$ cat src/logic/renderPkg.sv
`default_nettype none

package renderPkg;

	// Slot table
	localparam int SlotCount = 16;  // Objects per side
	localparam int LocWidth = 9;
	localparam int KindWidth = 2;
	localparam logic [KindWidth-1:0] KindEmpty = 2'd0;

	// Scan counters
	localparam int ScanWidth = 10;

	// Colour word is 4 bits each of red, green, blue
	localparam int ColorWidth = 12;

	localparam logic [ColorWidth-1:0] ColorKind1 = 12'hF00;  // Red
	localparam logic [ColorWidth-1:0] ColorKind2 = 12'h0F0;  // Green
	localparam logic [ColorWidth-1:0] ColorKind3 = 12'h00F;  // Blue

	// Sprite band, inclusive on both lines
	localparam logic [ScanWidth-1:0] BandTop = 10'd386;
	localparam logic [ScanWidth-1:0] BandBottom = 10'd395;

	// Location 0 sits at this screen column
	localparam logic [ScanWidth-1:0] SpriteOffset = 10'd203;
	localparam logic [ScanWidth-1:0] SpriteWidth = 10'd10;

	// Background split at the bottom line of the band
	localparam logic [ColorWidth-1:0] SkyColor = 12'h37B;
	localparam logic [ColorWidth-1:0] GroundColor = 12'h2D2;

	localparam logic [ColorWidth-1:0] BlankColor = 12'h000;  // Outside the visible area

endpackage

`default_nettype wire
$ cat src/logic/objectTable.sv
`timescale 1ns/100ps
`default_nettype none

// Captured slot table, written by the snapshot and read by the scan stage
interface objectTable
	import renderPkg::*;
();

	logic [LocWidth-1:0] unitLoc [SlotCount];
	logic [KindWidth-1:0] unitKind [SlotCount];
	logic [LocWidth-1:0] enemyLoc [SlotCount];
	logic [KindWidth-1:0] enemyKind [SlotCount];

	modport writer
	(
		output unitLoc,
		output unitKind,
		output enemyLoc,
		output enemyKind
	);

	modport reader
	(
		input unitLoc,
		input unitKind,
		input enemyLoc,
		input enemyKind
	);

endinterface

`default_nettype wire

$ cat src/logic/rendererTop.sv
`timescale 1ns/100ps
`default_nettype none

module rendererTop
	import renderPkg::*;
(
	input wire clk,
	input wire rst,
	input wire bright,
	input wire [ScanWidth-1:0] hCount,
	input wire [ScanWidth-1:0] vCount,
	input wire gameScen,
	input wire [LocWidth-1:0] unitLoc [SlotCount],
	input wire [KindWidth-1:0] unitKind [SlotCount],
	input wire [LocWidth-1:0] enemyLoc [SlotCount],
	input wire [KindWidth-1:0] enemyKind [SlotCount],
	output logic [ColorWidth-1:0] rgb
);

	// Stage 1 to stage 2
	logic [ScanWidth-1:0] stageVCount;
	logic stageBright;
	logic [KindWidth-1:0] stageKind;

	objectTable tableBus ();

	objectSnapshot snapshot
	(
		.clk(clk),
		.rst(rst),
		.gameScen(gameScen),
		.unitLoc(unitLoc),
		.unitKind(unitKind),
		.enemyLoc(enemyLoc),
		.enemyKind(enemyKind),
		.slotTable(tableBus.writer)
	);

	hitScan scan
	(
		.clk(clk),
		.rst(rst),
		.bright(bright),
		.hCount(hCount),
		.vCount(vCount),
		.slotTable(tableBus.reader),
		.stageVCount(stageVCount),
		.stageBright(stageBright),
		.stageKind(stageKind)
	);

	colorStage color
	(
		.clk(clk),
		.rst(rst),
		.stageVCount(stageVCount),
		.stageBright(stageBright),
		.stageKind(stageKind),
		.rgb(rgb)
	);

endmodule

`default_nettype wire

$ cat src/logic/colorStage.sv
`timescale 1ns/100ps
`default_nettype none

module colorStage
	import renderPkg::*;
(
	input wire clk,
	input wire rst,
	input wire [ScanWidth-1:0] stageVCount,
	input wire stageBright,
	input wire [KindWidth-1:0] stageKind,
	output logic [ColorWidth-1:0] rgb
);

	logic [ColorWidth-1:0] background;
	logic [ColorWidth-1:0] pixelColor;

	// Sky down to the last band line, ground below
	always_comb
	begin
		if (stageVCount > BandBottom)
			background = GroundColor;
		else
			background = SkyColor;
	end

	always_comb
	begin
		case (stageKind)
			KindWidth'(1): pixelColor = ColorKind1;
			KindWidth'(2): pixelColor = ColorKind2;
			KindWidth'(3): pixelColor = ColorKind3;
			default: pixelColor = background;  // Empty kind shows through
		endcase
	end

	always_ff @(posedge clk)
	begin
		if (rst)
			rgb <= BlankColor;
		else if (!stageBright)
			rgb <= BlankColor;
		else
			rgb <= pixelColor;
	end

endmodule

`default_nettype wire

$ cat src/logic/hitScan.sv
`timescale 1ns/100ps
`default_nettype none

module hitScan
	import renderPkg::*;
(
	input wire clk,
	input wire rst,
	input wire bright,
	input wire [ScanWidth-1:0] hCount,
	input wire [ScanWidth-1:0] vCount,
	objectTable.reader slotTable,
	output logic [ScanWidth-1:0] stageVCount,
	output logic stageBright,
	output logic [KindWidth-1:0] stageKind  // KindEmpty when no sprite won
);

	logic inBand;
	logic [SlotCount-1:0] unitHit;
	logic [SlotCount-1:0] enemyHit;
	logic [KindWidth-1:0] winKind;

	// True when col falls on the ten columns of a sprite at loc
	function automatic logic spanHit(
		input logic [LocWidth-1:0] loc,
		input logic [ScanWidth-1:0] col
	);
		logic [ScanWidth-1:0] spanLeft;
		logic [ScanWidth-1:0] spanRight;
		spanLeft = ScanWidth'(loc) + SpriteOffset;  // Cannot wrap, loc tops out at 511
		spanRight = spanLeft + SpriteWidth - ScanWidth'(1);
		return (col >= spanLeft) && (col <= spanRight);
	endfunction

	always_comb
	begin
		inBand = (vCount >= BandTop) && (vCount <= BandBottom);
	end

	// All 32 compares run side by side
	always_comb
	begin
		for (int i = 0; i < SlotCount; i++)
		begin
			unitHit[i] = (slotTable.unitKind[i] != KindEmpty)
				&& spanHit(slotTable.unitLoc[i], hCount);
			enemyHit[i] = (slotTable.enemyKind[i] != KindEmpty)
				&& spanHit(slotTable.enemyLoc[i], hCount);
		end
	end

	// Walk from the lowest priority up so the last match standing wins.
	// Enemies first, then units on top of them.
	always_comb
	begin
		winKind = KindEmpty;
		for (int i = SlotCount - 1; i >= 0; i--)
		begin
			if (enemyHit[i])
				winKind = slotTable.enemyKind[i];
		end
		for (int i = SlotCount - 1; i >= 0; i--)
		begin
			if (unitHit[i])
				winKind = slotTable.unitKind[i];
		end
		if (!inBand)
			winKind = KindEmpty;  // No sprites off the band
	end

	always_ff @(posedge clk)
	begin
		if (rst)
		begin
			stageBright <= 1'b0;
			stageKind <= KindEmpty;
		end
		else
		begin
			stageBright <= bright;
			stageKind <= winKind;
		end
	end

	// Line number only feeds the background choice
	always_ff @(posedge clk)
	begin
		stageVCount <= vCount;
	end

endmodule

`default_nettype wire

$ cat src/logic/objectSnapshot.sv
`timescale 1ns/100ps
`default_nettype none

module objectSnapshot
	import renderPkg::*;
(
	input wire clk,
	input wire rst,
	input wire gameScen,  // Game tick
	input wire [LocWidth-1:0] unitLoc [SlotCount],
	input wire [KindWidth-1:0] unitKind [SlotCount],
	input wire [LocWidth-1:0] enemyLoc [SlotCount],
	input wire [KindWidth-1:0] enemyKind [SlotCount],
	objectTable.writer slotTable
);

	// Whole table loads at once on a tick, so a frame never mixes two game states
	always_ff @(posedge clk)
	begin
		if (rst)
		begin
			for (int i = 0; i < SlotCount; i++)
			begin
				slotTable.unitLoc[i] <= '0;
				slotTable.unitKind[i] <= KindEmpty;
				slotTable.enemyLoc[i] <= '0;
				slotTable.enemyKind[i] <= KindEmpty;
			end
		end
		else if (gameScen)
		begin
			for (int i = 0; i < SlotCount; i++)
			begin
				slotTable.unitLoc[i] <= unitLoc[i];
				slotTable.unitKind[i] <= unitKind[i];
				slotTable.enemyLoc[i] <= enemyLoc[i];
				slotTable.enemyKind[i] <= enemyKind[i];
			end
		end
	end

endmodule

`default_nettype wire

$ cat config.mk
export PLATFORM = sky130hd
export DESIGN_NAME = rendererTop
export DESIGN_NICKNAME = d
export VERILOG_FILES = /design/src/logic/renderPkg.sv /design/src/logic/objectTable.sv /design/src/logic/rendererTop.sv /design/src/logic/colorStage.sv /design/src/logic/hitScan.sv /design/src/logic/objectSnapshot.sv
export SDC_FILE = /design/constraint.sdc
export NUM_CORES = 2
export LEC_CHECK = 0
export BUFFER_PORTS_ARGS = -buffer_cell sky130_fd_sc_hd__clkbuf_2
export CAP_MARGIN = 40
export CORE_UTILIZATION = 61
export CTS_CLUSTER_SIZE = 12
export DETAILED_ROUTE_END_ITERATION = 8
export GPL_ROUTABILITY_DRIVEN = 0
export PLACE_DENSITY = 0.88
export SYNTH_ARGS = -nofsm -noshare
export SYNTH_HDL_FRONTEND = slang
export SYNTH_SLANG_ARGS = --single-unit
export TNS_END_PERCENT = 10
$ cat constraint.sdc
create_clock -name clk -period 4.5 [get_ports clk]
set_input_delay 0.675 -clock clk [delete_from_list [all_inputs] [get_ports clk]]
set_output_delay 0.675 -clock clk [all_outputs]
set_load 0.05 [all_outputs]
* Word-level counts from Yosys, hierarchy flattened *
Index checks and enable logic that the tools add are counted.

operators by class
  bitwise operators = 2
  magnitude comparators = 67
  eq/ne operators = 3
  reduce and logical (&&, ||, !) cells = 99
  $add $sub $neg = 96
  muxes and demuxes = 34

operators by type and width
  kind                   count
  $add 10x4->10 const B  32
  $add 9x8->10 const B   32
  $ge 10x10->1           32
  $le 10x10->1           32
  $sub 10x1->10 const B  32
  $logic_and 1x1->1      65
  $mux 2                 32
  $reduce_bool 2->1      32
  $pmux 12 s3            1
  $ge 10x9->1 const B    1
  $gt 10x9->1 const B    1
  $le 10x9->1 const B    1
  $mux 9                 1
  $eq 2x2->1 const B     2
  $reduce_or 2->1        2
  $eq 2x1->1 const B     1
  $not 1->1              2

word-level totals
  logic and storage cells = 369
  bits of input ports = 376
  bits in registers = 377
  output and inout bits = 12

* Depth between registers and ports, before layout *
  depth after elaboration = 38
  depth in mapped cells = 20
  mapped depth without buffers = 20

* Cells and area by module *
From an unflattened synthesis, not the netlist that was laid out.

unflattened totals
  cells, all modules = 4170
  area total of the unflattened synthesis = 36110.9 um2

by module, submodules not included
  module          instances  seq. area each (um2)  cells each  area an instance (um2)
  hitScan         1          260.2                 2998        23266.1
  objectSnapshot  1          7046.8                1134        12465.7
  colorStage      1          180.2                 38          379.1

* Worst setup path before layout *
No wires, ideal clock.

  kind = in2reg
  start = input port hCount[0]
  end = register scan.stageKind[0]
  data arrival time = 4.024 ns
  stages on the path = 12
  library setup time = 0.121 ns
  data required time = 4.379 ns
  buffers on the path = 0
  slack = 0.355 ns
  cells stage by stage = inv_1 ha_1 nand2b_1 a31oi_1 o21ai_0 a221oi_2 nor3b_1 a311o_1 a2111oi_0 o211ai_1 a211oi_1 o31ai_1

on the way
  cells in the longest elaborated chain, start to end = 35

ends and longest elaborated chain
  element                                       RTL line           source
  from (decl)                                   rendererTop.sv:10  input wire [ScanWidth-1:0] hCount,
  $ge 10x10->1 or $le 10x10->1 (tied branches)  hitScan.sv:32      return (col >= spanLeft) && (col <= spanRight);
  $logic_and 1x1->1                             hitScan.sv:32
  $logic_and 1x1->1                             hitScan.sv:48      && spanHit(slotTable.enemyLoc[i], hCount);
  $mux 2 (16 in series)                         hitScan.sv:59      if (enemyHit[i])
  $mux 2 (15 in series)                         hitScan.sv:64      if (unitHit[i])
  $mux 2 (*)                                    hitScan.sv:64
  to (signal assigned)                          hitScan.sv:76      stageKind <= KindEmpty;
  to (signal assigned)                          hitScan.sv:81      stageKind <= winKind;
  to (decl)                                     hitScan.sv:15      output logic [KindWidth-1:0] stageKind

Every way passes the cells marked *; elsewhere a longest branch is shown, timed or not.
A chain may end at the register's enable or synchronous reset.

* Worst setup path in the final report *
  start = register snapshot.slotTable.enemyLoc[83]
  end = register scan.stageKind[0]

on the way
  cells in the longest elaborated chain, start to end = 29

ends and longest elaborated chain
  element                    RTL line           source
  from (decl)                objectTable.sv:18  output enemyLoc,
  $add 9x8->10 (*)           hitScan.sv:30      spanLeft = ScanWidth'(loc) + SpriteOffset;
  $add 10x4->10              hitScan.sv:31      spanRight = spanLeft + SpriteWidth - ScanWidth'(1);
  $sub 10x1->10              hitScan.sv:31
  $le 10x10->1               hitScan.sv:32
  $logic_and 1x1->1 (*)      hitScan.sv:32
  $logic_and 1x1->1 (*)      hitScan.sv:48
  $mux 2 (*) (7 in series)   hitScan.sv:59
  $mux 2 (*) (16 in series)  hitScan.sv:64

Marked as above.

==> results.sh <==
export IMPL_run_status="finished clean"
export IMPL_top_layer="met5"
export IMPL_dp_cells=5315
export IMPL_critPathLaunchType="flip-flop"
export IMPL_clock_sinks=372
export IMPL_die_x_um=243.8
export IMPL_period_needed_ns=4.327
export IMPL_vias=33280
export IMPL_worstPathRequired_ns=5.01
export IMPL_power_density_nw_per_um2=290.1
export IMPL_io_pin_count=388
export IMPL_setup_ws_ns=0.1731
export IMPL_via_per_inst=6.166
export IMPL_path_common_cell="nand4_1"
export IMPL_synth_area_per_cell_um2=8.549
export IMPL_fin_crit_sh_pct=96.15
export IMPL_layout_common_cells="ha_1, nor2_1, clkbuf_2"
export IMPL_ys_flop_type="dfxtp_1"
export IMPL_worst_pin_slew_ns=1.346
export IMPL_area_delta_synth_final_pct=16.10
export IMPL_die_y_um=243.8
export IMPL_fmax_mhz=231.1
export IMPL_leakage_nw=19.85
export IMPL_wl_per_cell_um=19.36
export IMPL_finalPower_mw=12.01
export IMPL_grt_antenna_before_repair=2
export IMPL_drv_cap=0
export IMPL_ant_nets=0
export IMPL_drc=0
export IMPL_r2r_setup_slack_ns=0.17
export IMPL_clk_path_buf_depth=3
export IMPL_met2WireLength_mm=48.18
export IMPL_ys_warn_count=0
export IMPL_finClkSkew_ns=0.01042
export IMPL_syn_area_um2=35670
export IMPL_htreeDepth=2
export IMPL_design_core_area_um2=57700
export IMPL_relSlewSlack_pct=10.26
export IMPL_slowest_stage="dfxtp_1"
export IMPL_cts_root_buf="clkbuf_16"
export IMPL_final_cell_count_no_fill=5397
export IMPL_yosys_register_bits=372
export IMPL_drtIter0Drc=2269
export IMPL_clock_latency_ns=0.60
export IMPL_grt_pass1_wl_mm=161.8
export IMPL_drv_slew=0
export IMPL_synthDistinctLibCells=81
export IMPL_grt_max_degree=207
export IMPL_cts_buffers_inserted=44
export IMPL_rows=88
export IMPL_initial_utilization_pct=61.82
export IMPL_dp_hpwl_mm=76.27
export IMPL_firstDrtPassIters=7
export IMPL_pre_cts_ws_ns=-0.1756
export IMPL_cts_tree="built"
export IMPL_hold_viol=0
export IMPL_finalWirelength_mm=104.5
export IMPL_slowest_delay_ns=0.50
export IMPL_postSynthNetCount=5227
export IMPL_port_buffers=386
export IMPL_yosysSeqAreaShare_pct=20.88
export IMPL_setup_viol=0
export IMPL_drive_gt1_share_pct=15.27
export IMPL_cp_max_fo=6
export IMPL_path_class="reg -> reg"
export IMPL_crit_arrival_ns=4.83
export IMPL_async_flop_share_pct=0
export IMPL_crit_chain="o21ai_1 > nand2b_1 > nand2_1 > xor2_2 > nor3b_2 > nor3b_1 > xnor2_1 > ha_1 > nand4_1 > a211o_1 > o2111ai_1 > a22oi_2 > a22o_1 > a2111oi_4 > nand4_1 > o211ai_1 > a211oi_2 > o31ai_1"
export IMPL_worstSetupEndpointType="flip-flop"
export IMPL_synth_enable_flop_cells=0
export IMPL_clk_pin_slew_ns=0.06
export IMPL_met3_length_mm=7.593
export IMPL_drt_met1_wl_mm=42.39
export IMPL_fin_setup_tns_ns=0
export IMPL_final_common_cell="ha_1"
export IMPL_hold_class="in -> reg"
export IMPL_ir_drop_v=0.0003781
export IMPL_first_global_vias=32480
export IMPL_overflow=0
export IMPL_die_area_um2=59440
export IMPL_layout_nets=5656
export IMPL_synth_cells=4172
export IMPL_grtUsageTotal_pct=33.33
worst max-delay path, delay by kind of cell (launching register included):
kind / cells / cell delay (ns)
compound gates: 9 / 1.99
flops: 1 / 0.50
xor+xnor: 2 / 0.34
simple gates: 6 / 1.09
fa+ha+maj: 1 / 0.31
through the flow:
step	hold WS (ns)	cell area (um2)	util [%]
3_3_place_gp	0.4781	39120	67.80
4_1_cts	0.1738	40680	70.52
3_5_place_dp	0.4932	39120	67.80
5_1_grt	0.1844	41410	71.78
6_report	0.2021	41410	71.78
2_1_floorplan	0.4535	35670	-
path summary, 6_finish.rpt:
check | from | end | cells after the start
min | vCount[9] | scan.stageVCount[9] | 1
min reg2reg | snapshot.slotTable.enemyKind[0] | snapshot.slotTable.enemyKind[0] | 2
max | snapshot.slotTable.enemyLoc[83] | scan.stageKind[0] | 18
max reg2reg | snapshot.slotTable.enemyLoc[83] | scan.stageKind[0] | 18
cell families after synthesis:
family	count (synthesis)	share of synthesized area (%)
and+or+nand+nor	1224	17.03
AOI/OAI and AO/OA	759	13.77
adders and majority gates	679	23.82
xor gates and xnor gates	444	10.90
DFF	372	20.88
muxes	357	10.03
buffers and inverters	337	3.578
metal layers:
metal	global-route usage [%]	vias to the layer above
met5	0	-
met4	19.60	2
met3	4.351	400
met2	54.95	1332
met1	41.48	15700
li1	-	15840
power by group:
part | internal, mW | leakage [nW] | switching, mW
clock network | 2.29 | 0.742 | 1.57
registers | 3.49 | 3.07 | 0.248
logic | 1.95 | 16.0 | 2.47
area by class of cell:
cell class | count | area (um2)
multi-input cells | 3463 | 27670
clock inverters | 19 | 276.5
diodes | 1 | 2.502
inverters | 227 | 853.3
clock buffers | 57 | 1241
repair buffers | 493 | 2953
well taps | 765 | 957.2
fillers | 4055 | 16280
flip-flops and latches | 372 | 7453
state kept, by name, indices dropped and copies added, names as in the netlist:
signal / flops
snapshot.slotTable.unitLoc: 144
scan.stageVCount: 8
scan.stageKind: 2
snapshot.slotTable.enemyKind: 32
snapshot.slotTable.enemyLoc: 144
snapshot.slotTable.unitKind: 32
color.rgb: 9
scan.stageBright: 1
repair_timing:
action / CTS / global route
pin swaps: 5 / 23
setup endpoints to repair: 2 / 2
resized for setup: 11 / 144
buffers inserted: 2 / 3
hold buffers: 0 / 0
cells in the mapped netlist, drive strengths merged, types with 34 or more instances:
| library cell | number | area [um2] |
|---|---|---|
| mux2i | 355 | 3553 |
| a21oi | 228 | 1141 |
| a211oi | 34 | 260.3 |
| a31oi | 51 | 319.1 |
| nand3 | 46 | 230.2 |
| nor3 | 42 | 210.2 |
| or3 | 40 | 250.2 |
| xor2 | 247 | 2163 |
| nor2 | 453 | 1700 |
| nand3b | 41 | 307.8 |
| ha | 679 | 8496 |
| nand2 | 247 | 927.1 |
| o21ai | 157 | 785.8 |
| clkbuf | 73 | 274.0 |
| nor3b | 93 | 698.2 |
| dfxtp | 372 | 7447 |
| buf | 37 | 150.1 |
| xnor2 | 197 | 1725 |
| nand2b | 98 | 613.1 |
| inv | 227 | 852.1 |
| nor2b | 40 | 250.2 |
| nand4 | 51 | 319.1 |
| a21o | 61 | 457.9 |
No activity file was read; power rests on OpenSTA's default activity.
